[config.mk]
export PLATFORM = sky130hd
export DESIGN_NAME = fetch_top
export DESIGN_NICKNAME = d
export VERILOG_FILES = /design/src/hdl/fetch_pkg.sv /design/src/hdl/icache.sv /design/src/hdl/ifu.sv /design/src/hdl/fetch_top.sv
export SDC_FILE = /design/constraint.sdc
export NUM_CORES = 2
export LEC_CHECK = 0
export BUFFER_PORTS_ARGS = -buffer_cell sky130_fd_sc_hd__buf_4
export CAP_MARGIN = 20
export CORE_AREA = 4 4 627 629
export DETAILED_ROUTE_END_ITERATION = 7
export DIE_AREA = 0 0 631 633
export PLACE_DENSITY = 0.44
export SLEW_MARGIN = 20
export SYNTH_ARGS = -nofsm -noshare
export SYNTH_HDL_FRONTEND = slang
export SYNTH_SLANG_ARGS = --single-unit
[constraint.sdc]
create_clock -name clk -period 26.5 [get_ports clk]
set_input_delay 1.325 -clock clk [delete_from_list [all_inputs] [get_ports clk]]
set_output_delay 1.325 -clock clk [all_outputs]
set_load 0.02 [all_outputs]
[src/hdl/fetch_pkg.sv]
// --------------------
// fetch stage types
// shared address, word and cache line types, plus the
// state encoding of the instruction cache FSM
// --------------------

package fetch_pkg;

    // byte address, used for pc, next pc and memory address
    typedef logic [63:0] addr_t;

    // one RISC-V instruction word
    typedef logic [31:0] instr_t;

    // half of a cache line, returned from the cache to the ifu
    typedef logic [63:0] half_t;

    // full cache line, one memory read beat
    typedef logic [127:0] line_t;

    // byte offset bits inside one 16-byte line
    localparam int OFFSET_W = 4;

    // cache FSM
    // IDLE    waits for a request and latches the address
    // LOOKUP  tag compare, ready on hit
    // REFILL  memory read in flight
    // FILL    writes the returned line into the arrays
    typedef enum logic [1:0] {
        IDLE,
        LOOKUP,
        REFILL,
        FILL
    } cache_state_t;

endpackage

[src/hdl/icache.sv]
// --------------------
// direct-mapped instruction cache
// 128-bit lines, one valid bit per line, tag and data arrays
// a miss refills the whole line in one beat over a plain
// valid/ready read port
// rst acts as flush: valid bits clear, an in-flight refill finishes
// --------------------

module icache import fetch_pkg::*; #(
    parameter int NUM_LINES = 16
) (
    input  logic  clk,
    input  logic  rst,
    // lookup side
    input  addr_t addr_i,
    input  logic  req_i,
    output half_t data_o,
    output logic  ready_o,
    output logic  idle_o,
    // memory side
    output logic  mem_valid_o,
    output addr_t mem_addr_o,
    input  line_t mem_data_i,
    input  logic  mem_ready_i
);

    localparam int IDX_W = $clog2(NUM_LINES);
    localparam int TAG_W = 64 - OFFSET_W - IDX_W;

    typedef logic [IDX_W-1:0] index_t;
    typedef logic [TAG_W-1:0] tag_t;

    cache_state_t state_q;
    cache_state_t state_d;

    addr_t addr_q;
    line_t line_q;
    logic  drop_q;

    logic [NUM_LINES-1:0] valid_q;
    tag_t  tag_mem [NUM_LINES];
    line_t data_mem [NUM_LINES];

    index_t idx;
    tag_t   tag;
    line_t  line_rd;
    logic   hit;

    // everything below works on the latched request address
    assign idx     = addr_q[OFFSET_W +: IDX_W];
    assign tag     = addr_q[63 -: TAG_W];
    assign line_rd = data_mem[idx];
    assign hit     = valid_q[idx] && (tag_mem[idx] == tag);

    always_comb begin
        state_d = state_q;
        case (state_q)
            IDLE: begin
                // no new lookup starts while a flush is active
                if (req_i && !rst) begin
                    state_d = LOOKUP;
                end
            end
            LOOKUP: begin
                if (hit) begin
                    state_d = IDLE;
                end else begin
                    state_d = REFILL;
                end
            end
            REFILL: begin
                if (mem_ready_i) begin
                    state_d = FILL;
                end
            end
            FILL: begin
                // compare again, the fresh line gives the hit
                state_d = LOOKUP;
            end
            default: begin
                state_d = IDLE;
            end
        endcase
    end

    // a flush lets a refill that has started run to its end,
    // an unknown state after power up falls back to IDLE
    always_ff @(posedge clk) begin
        state_q <= state_d;
    end

    always_ff @(posedge clk) begin
        if (state_q == IDLE && req_i && !rst) begin
            addr_q <= addr_i;
        end
    end

    // remembers a flush seen while this line was on its way
    always_ff @(posedge clk) begin
        if (state_q == LOOKUP) begin
            drop_q <= rst;
        end else if (rst) begin
            drop_q <= 1'b1;
        end
    end

    always_ff @(posedge clk) begin
        if (state_q == REFILL && mem_ready_i) begin
            line_q <= mem_data_i;
        end
    end

    always_ff @(posedge clk) begin
        if (state_q == FILL) begin
            data_mem[idx] <= line_q;
            tag_mem[idx]  <= tag;
        end
    end

    always_ff @(posedge clk) begin
        if (rst) begin
            valid_q <= '0;
        end else if (state_q == FILL && !drop_q) begin
            valid_q[idx] <= 1'b1;
        end
    end

    assign ready_o     = (state_q == LOOKUP) && hit;
    assign idle_o      = (state_q == IDLE);
    assign mem_valid_o = (state_q == REFILL);
    assign mem_addr_o  = {addr_q[63:OFFSET_W], {OFFSET_W{1'b0}}};

    // address bit 3 picks the upper or lower 64 bits
    assign data_o = addr_q[3] ? line_rd[127:64] : line_rd[63:0];

    // refill request holds until memory answers
    a_mem_hold: assert property (
        @(posedge clk) mem_valid_o && !mem_ready_i |=> mem_valid_o && $stable(mem_addr_o)
    );

    // ready is a single pulse outside IDLE, then the cache is free again
    a_ready_pulse: assert property (
        @(posedge clk) ready_o |-> (state_q != IDLE) ##1 (state_q == IDLE)
    );

endmodule

[src/hdl/ifu.sv]
// --------------------
// instruction fetch unit
// holds the pc, requests the half-line from the icache,
// selects the 32-bit word and keeps it until decode takes it
// --------------------

module ifu import fetch_pkg::*; #(
    parameter addr_t RESET_PC  = 64'h8000_0000,
    parameter int    NUM_LINES = 16
) (
    input  logic   clk,
    input  logic   rst,
    input  logic   fence_i_i,
    input  logic   dnpc_valid_i,
    input  logic   block_i,
    input  addr_t  dnpc_i,
    input  logic   id_en_i,
    output addr_t  pc_o,
    output instr_t instr_o,
    output logic   if_busy_o,
    // refill port
    output logic   mem_valid_o,
    output addr_t  mem_addr_o,
    input  line_t  mem_data_i,
    input  logic   mem_ready_i
);

    addr_t  pc_q;
    logic   start_q;
    logic   held_q;
    logic   doing_q;
    instr_t instr_q;

    logic   cache_req;
    logic   cache_ready;
    logic   cache_idle;
    logic   flush;
    half_t  cache_data;
    instr_t cache_word;
    logic   pc_en;

    assign pc_en = dnpc_valid_i && !block_i;

    always_ff @(posedge clk) begin
        if (rst) begin
            pc_q <= RESET_PC;
        end else if (pc_en) begin
            pc_q <= dnpc_i;
        end
    end

    // one-cycle pulse right after reset kicks off the first fetch
    always_ff @(posedge clk) begin
        if (rst) begin
            start_q <= 1'b1;
        end else begin
            start_q <= 1'b0;
        end
    end

    // a word has arrived and decode has not taken it yet
    always_ff @(posedge clk) begin
        if (rst || id_en_i) begin
            held_q <= 1'b0;
        end else if (cache_ready) begin
            held_q <= 1'b1;
        end
    end

    // lookup accepted by the cache, waiting for ready
    always_ff @(posedge clk) begin
        if (rst) begin
            doing_q <= 1'b0;
        end else if (cache_ready) begin
            doing_q <= 1'b0;
        end else if (cache_req && cache_idle) begin
            doing_q <= 1'b1;
        end
    end

    always_ff @(posedge clk) begin
        if (cache_ready) begin
            instr_q <= cache_word;
        end
    end

    assign cache_word = pc_q[2] ? cache_data[63:32] : cache_data[31:0];
    assign cache_req  = start_q || (!doing_q && !cache_ready && !held_q && !fence_i_i);
    assign flush      = rst || fence_i_i;

    assign pc_o      = pc_q;
    assign instr_o   = (id_en_i && held_q) ? instr_q : cache_word;
    assign if_busy_o = !cache_ready && !held_q && !fence_i_i;

    icache #(
        .NUM_LINES (NUM_LINES)
    ) icache0 (
        .clk         (clk),
        .rst         (flush),
        .addr_i      (pc_q),
        .req_i       (cache_req),
        .data_o      (cache_data),
        .ready_o     (cache_ready),
        .idle_o      (cache_idle),
        .mem_valid_o (mem_valid_o),
        .mem_addr_o  (mem_addr_o),
        .mem_data_i  (mem_data_i),
        .mem_ready_i (mem_ready_i)
    );

    // pc moves only on reset or an accepted next pc
    a_pc_hold: assert property (
        @(posedge clk) disable iff (rst) !pc_en |=> $stable(pc_q)
    );

endmodule

[src/hdl/fetch_top.sv]
// --------------------
// fetch stage top level
// sets the reset address and cache size, connects the
// ifu to decode and to the memory read port
// --------------------

module fetch_top import fetch_pkg::*; (
    input  logic   clk,
    input  logic   rst,
    input  logic   fence_i_i,
    input  logic   dnpc_valid_i,
    input  logic   block_i,
    input  addr_t  dnpc_i,
    input  logic   id_en_i,
    output addr_t  pc_o,
    output instr_t instr_o,
    output logic   if_busy_o,
    // memory read port
    output logic   mem_valid_o,
    output addr_t  mem_addr_o,
    input  line_t  mem_data_i,
    input  logic   mem_ready_i
);

    localparam addr_t RESET_PC  = 64'h8000_0000;
    // must be a power of two
    localparam int    NUM_LINES = 16;

    ifu #(
        .RESET_PC  (RESET_PC),
        .NUM_LINES (NUM_LINES)
    ) ifu0 (
        .clk          (clk),
        .rst          (rst),
        .fence_i_i    (fence_i_i),
        .dnpc_valid_i (dnpc_valid_i),
        .block_i      (block_i),
        .dnpc_i       (dnpc_i),
        .id_en_i      (id_en_i),
        .pc_o         (pc_o),
        .instr_o      (instr_o),
        .if_busy_o    (if_busy_o),
        .mem_valid_o  (mem_valid_o),
        .mem_addr_o   (mem_addr_o),
        .mem_data_i   (mem_data_i),
        .mem_ready_i  (mem_ready_i)
    );

endmodule

Word-level counts from Yosys, hierarchy flattened:

Memories as Yosys holds them, arrays and structs flattened. A register that Yosys moved wholly into a read port is not among the register bits.
Cells that the tools add are included.
W data, S select, Z words.

* register bits after elaboration: 310
* bits in writable memories: 2944
* bits of input ports: 199
* memories kept: 2

Memories
* ifu0.icache0.data_mem: depth 16, bits a word 128, rd ports 1, clocked after memory_dff 1, write ports 1, RTL line icache.sv:42 `line_t data_mem [NUM_LINES];`
* ifu0.icache0.tag_mem: depth 16, bits a word 56, rd ports 1, clocked after memory_dff 1, write ports 1, RTL line icache.sv:41 `tag_t tag_mem [NUM_LINES];`

* order comparisons: 2
* eq/ne operators: 6
* mux-type cells: 18
* bitwise operators: 1
* reduce and logical (&&, ||, !) cells: 29

Operators by type and width (count)
* $mux W32: 2
* $mux W64: 1
* $eq A56 B56 Y1: 1
* $or A16 B16 Y16: 1
* $logic_and A1 B1 Y1: 15
* $mux W4: 2
* $pmux W2 S4: 1
* $logic_not A1 Y1: 7
* $mux W1: 7
* $mux W2: 3
* $lt A4 B5 Y1 const B: 1
* $bmux W1 S4: 1
* $demux W1 S4: 1
* $eq A2 B2 Y1 const B: 2
* $ge A4 B1 Y1 const B: 1
* $logic_or A1 B1 Y1: 3
* $eq A2 B1 Y1 const B: 1
* $logic_not A2 Y1: 1
* $ne A2 B1 Y1 const B: 1
* $ne A2 B2 Y1 const B: 1
* $reduce_and A2 Y1: 1
* $reduce_bool A2 Y1: 1
* $reduce_or A2 Y1: 1

Logic depth before layout (Yosys ltp):

* word-level depth: 12
* gate-level depth with buffers: 17

Cells and area by module:

Synthesis repeated with hierarchy kept, for this count alone.

* cell total of the unflattened synthesis: 5324
* area total of the unflattened synthesis: 124242.9 um^2

By module, submodules not included
* icache: times used 1, cells each 4930, area each 119953.8 um^2
* ifu: times used 1, cells each 394, area each 4289.1 um^2

Worst setup path after synthesis:

Ideal clock, no wire load.

* kind: register to register
* start point: register ifu0.icache0.addr_q[4]
* end point: memory ifu0.icache0.data_mem[0][0] (netlist bit), enable pin
* library setup time: 0.953 ns
* data arrival time: 13.592 ns
* required time: 25.547 ns
* path slack: 11.955 ns
* stages on the path, launching flop included: 4
* clock period less this slack: 14.545 ns
* path through: edfxtp_1 > clkbuf_1 > or3b_2 > nor3_1

RTL lines
* start: declaration: RTL line icache.sv:36 `addr_t addr_q;`
* start signal: assignment: RTL line icache.sv:94 `addr_q <= addr_i;`
* end: declaration: RTL line icache.sv:42

Straight into the memory's write port.

==> impl_results.html <==
<table>
<tr><th>Metric</th><th>Value</th></tr>
<tr><th colspan="2">Outcome</th></tr>
<tr><td>Run status</td><td>complete, no violations</td></tr>
<tr><th colspan="2">Clocking</th></tr>
<tr><td>Hold buffer count at cts</td><td>0</td></tr>
<tr><td>Root Driver</td><td>clkbuf_16</td></tr>
<tr><td>Number of buffers added by the clock tree synthesis step</td><td>361</td></tr>
<tr><td>Number of buffers inserted to repair setup after CTS</td><td>0</td></tr>
<tr><td>Clk sinks</td><td>3255</td></tr>
<tr><td>CTS tree</td><td>done</td></tr>
<tr><td>Clock insertion delay at the later pin of the skew report</td><td>0.93 ns</td></tr>
<tr><td>Post-cts resize count</td><td>0</td></tr>
<tr><td>CTS Buffer Depth</td><td>4</td></tr>
<tr><td>Clock slew at the register clock pins of the worst setup and hold paths</td><td>0.06 ns</td></tr>
<tr><td>H-tree depth</td><td>5</td></tr>
<tr><th colspan="2">Finish</th></tr>
<tr><td>Final net count</td><td>6077</td></tr>
<tr><td>Most frequent standard cell in the layout excluding fill and tap cells</td><td>edfxtp_1</td></tr>
<tr><td>Highest-count cells in the layout ignoring fill and taps</td><td>3168 x edfxtp_1, 835 x mux4_2, 498 x buf_4, 370 x clkbuf_16, 202 x nand2_1</td></tr>
<tr><td>Syn-to-layout area delta</td><td>16.6%</td></tr>
<tr><td>Fraction of final layout cells sized beyond drive strength 1</td><td>31.6%</td></tr>
<tr><td>Filler cells</td><td>35300</td></tr>
<tr><td>Final core utilization</td><td>37.1%</td></tr>
<tr><td>Final cell count without fillers</td><td>11400</td></tr>
<tr><th colspan="2">Drt</th></tr>
<tr><td>Vias</td><td>56800</td></tr>
<tr><td>Drt wl/cell</td><td>29.8 µm</td></tr>
<tr><td>Violation count after the first detailed-route iteration</td><td>4500</td></tr>
<tr><td>Antenna-violating nets left</td><td>0</td></tr>
<tr><td>Post-detailed-route DRC marker count</td><td>0</td></tr>
<tr><td>Vias per cell</td><td>5.00</td></tr>
<tr><td>Total wire length after detailed routing</td><td>339000 µm</td></tr>
<tr><td>Number of iterations in the first detailed-routing pass</td><td>5</td></tr>
<tr><th colspan="2">Critical path</th></tr>
<tr><td>CP arrival</td><td>8.17 ns</td></tr>
<tr><td>Data required time of the worst path</td><td>25.17 ns</td></tr>
<tr><td>Sort of element at the start of the critical path</td><td>flop</td></tr>
<tr><td>Top fanout value on the critical path</td><td>59</td></tr>
<tr><td>Worst reg-to-reg setup slack</td><td>18.22 ns</td></tr>
<tr><td>CP Capture Type</td><td>output port</td></tr>
<tr><td>Critical setup path kind</td><td>flop to output port</td></tr>
<tr><th colspan="2">Power</th></tr>
<tr><td>Peak supply drop</td><td>0.0494 mV</td></tr>
<tr><td>Leakage</td><td>0.0451 µW</td></tr>
<tr><td>PD cells</td><td>82.6 nW/µm²</td></tr>
<tr><th colspan="2">Die</th></tr>
<tr><td>Row cnt</td><td>229</td></tr>
<tr><td>IO Pins</td><td>361</td></tr>
<tr><td>Vert. Die Dim</td><td>633 µm</td></tr>
<tr><td>Placeable core region</td><td>388000 µm²</td></tr>
<tr><td>Die outline width</td><td>631 µm</td></tr>
<tr><td>Effective utilization at floorplan</td><td>31.8%</td></tr>
<tr><td>Overall die area</td><td>399000 µm²</td></tr>
<tr><th colspan="2">Logic synthesis</th></tr>
<tr><td>Top area cells in the synthesized netlist</td><td>edfxtp_1 77%, mux4_2 15%, dfxtp_1 1.4%</td></tr>
<tr><td>Post-synth design cell area</td><td>124000 µm²</td></tr>
<tr><td>Area share of the largest cell type after synthesis</td><td>77.0%</td></tr>
<tr><td>Cell type with the largest total area after synthesis</td><td>edfxtp_1</td></tr>
<tr><td>Part of the Yosys area used for sequential elements</td><td>78.4%</td></tr>
<tr><td>Async S/R FF share, synth</td><td>0%</td></tr>
<tr><td>Most common flop cell mapped by yosys</td><td>edfxtp_1</td></tr>
<tr><td>Number of enable flip-flop cells after synthesis</td><td>3168</td></tr>
<tr><td>Total of flip-flops plus latches after synthesis</td><td>3255</td></tr>
<tr><td>Synthesized instance count</td><td>5326</td></tr>
<tr><td>Per-instance average area after synthesis</td><td>23.2 µm²</td></tr>
<tr><td>Distinct cells, synth</td><td>70</td></tr>
<tr><td>Syn. warnings</td><td>0</td></tr>
<tr><th colspan="2">Timing</th></tr>
<tr><td>Count of endpoints failing hold in the final timing report</td><td>0</td></tr>
<tr><td>Finish-stage setup viols</td><td>0</td></tr>
<tr><td>Worst relative slew slack</td><td>24.7%</td></tr>
<tr><td>Setup total negative slack</td><td>0 ns</td></tr>
<tr><td>Portion of the clock cycle consumed by the worst path in the final layout</td><td>35.8%</td></tr>
<tr><td>Maximum clock skew at final layout</td><td>0.0713 ns</td></tr>
<tr><td>RSZ-0062 raised after global routing</td><td>no</td></tr>
<tr><td>Final Max Tran Viols</td><td>0</td></tr>
<tr><td>Achievable clock frequency</td><td>105 MHz</td></tr>
<tr><td>Worst Max-Slew Pin Slew</td><td>1.13 ns</td></tr>
<tr><td>Crit path time final</td><td>9.49 ns</td></tr>
<tr><th colspan="2">Job</th></tr>
<tr><td>Max-cap violations</td><td>0</td></tr>
<tr><th colspan="2">GRT</th></tr>
<tr><td>Pin count of the biggest net entering global routing</td><td>126</td></tr>
<tr><td>Antenna violations before repair</td><td>18</td></tr>
<tr><td>Total congestion overflow after global routing</td><td>0</td></tr>
<tr><td>Number of global-route vias before repair</td><td>60800</td></tr>
<tr><td>Overall routing resource usage</td><td>16.7%</td></tr>
<tr><td>Wire length of the first global-routing pass</td><td>479000 µm</td></tr>
<tr><th colspan="2">Place</th></tr>
<tr><td>Post-DP HPWL</td><td>183000 µm</td></tr>
<tr><td>Placed insts</td><td>10700</td></tr>
<tr><td>Number of port buffers</td><td>356</td></tr>
<tr><td>Placer's final routability congestion estimate</td><td>0.734</td></tr>
<tr><th colspan="2">Hold path</th></tr>
<tr><td>Path type of the worst min-delay path</td><td>flop to flop</td></tr>
</table>
## flip-flops by register name (all words and copies together), names as in the netlist, 2 cells and up, named ones only
name                   count
ifu0.pc_o                 64
ifu0.icache0.addr_q       61
ifu0.icache0.data_mem   2048
ifu0.icache0.tag_mem     896
ifu0.icache0.line_q      128
ifu0.icache0.state_q       2
ifu0.instr_q              32
ifu0.icache0.valid_q      16
## power breakdown
part	switching, µW	internal (µW)
clock network	2030	2900
registers	134	5860
logic	570	407
## stage by stage
| stage | instance area, µm² | setup slack, ns | total power, µW | hold slack (ns) |
|---|---|---|---|---|
| 2_1_floorplan | 124000 | 11.95 | 6710 | 0.431 |
| 3_3_place_gp | 132000 | 17.70 | 7110 | 0.444 |
| 3_5_place_dp | 132000 | 17.76 | 7120 | 0.445 |
| 4_1_cts | 144000 | 16.72 | 12100 | 0.460 |
| 5_1_grt | 144000 | 16.41 | 12400 | 0.474 |
| 6_report | 144000 | 17.01 | 11900 | 0.456 |
## area by class of cell
type                    count  area, µm²  share of cell area, %
flip-flops and latches   3255      96900                   67.3
clock inverters           202       1940                   1.35
inverters                  16       70.1                 0.0486
multi-input cells        1728      25000                   17.4
repair buffers            511       4000                   2.78
well taps                5197       6500                   4.51
diodes                      6       15.0                 0.0104
clock buffers             450       9620                   6.68
## worst max-delay path, cell delays in order, from the launching register on
cell and delay [ns]:
dfxtp_4 0.86, buf_4 0.77, buf_4 0.81, buf_4 0.86, mux4_2 0.42, mux2i_1 0.18, xnor2_1 0.15, nor4_1 0.58
o211ai_1 0.19, nor4_1 0.49, or4b_1 0.69, or3_1 0.51, clkinv_2 0.33, nor3_1 0.10, buf_4 0.18
## kinds of logic after synthesis
| kind of cell | share of synthesized area [%] |
|---|---|
| XOR/XNOR | 0.369 |
| other | 0.00304 |
| AO/OA/AOI/OAI | 1.34 |
| multiplexers | 17.0 |
| buffers and inverters | 1.45 |
| AND/OR/NAND/NOR | 1.33 |
| flip-flops | 78.4 |
| adder cells (fa/ha/maj) | 0.0506 |
## cells in the mapped netlist, types with 3 or more instances
cell type,n
a211oi_1,6
a21oi_1,91
a221oi_1,10
a22o_1,22
a22oi_1,29
a2bb2oi_1,3
a31oi_1,11
a32oi_1,5
and2_1,8
and3_1,4
buf_1,58
buf_2,76
buf_4,82
buf_6,12
clkbuf_1,102
dfxtp_1,87
edfxtp_1,3168
ha_1,5
inv_1,14
mux2_1,4
mux2_2,52
mux2i_1,160
mux4_2,835
nand2_1,203
nand2b_1,8
nand3_1,8
nand3b_1,5
nand4_1,10
nor2_1,58
nor2b_1,18
nor3_1,16
nor4_1,9
o211ai_1,7
o21ai_0,28
o22ai_1,8
o31ai_1,3
o32ai_1,3
or3_1,4
or4_1,4
xnor2_1,37
xor2_1,15
## final timing paths
| check | startpoint | endpoint | cells after the start |
|---|---|---|---|
| worst max-delay path | flop | if_busy_o | 14 |
| worst max register to register | flop | ifu0.icache0.addr_q[45]$_DFFE_PP_ | 14 |
| worst min-delay path | ifu0.pc_o[51]$_SDFFE_PP0P_ | ifu0.icache0.addr_q[51]$_DFFE_PP_ | 0 |
| worst min register to register | ifu0.pc_o[51]$_SDFFE_PP0P_ | ifu0.icache0.addr_q[51]$_DFFE_PP_ | 0 |
## routing by layer
layer  global-route usage (%)  vias to the layer above  wire length (µm)
li1                         -                    23600                 -
met1                     23.0                    31600            149000
met2                     28.2                     1239            168000
met3                     2.36                      398             14300
met4                     3.57                        0              6860
met5                        0                        -                 0
Note: power is estimated with default switching activity, not from simulation.
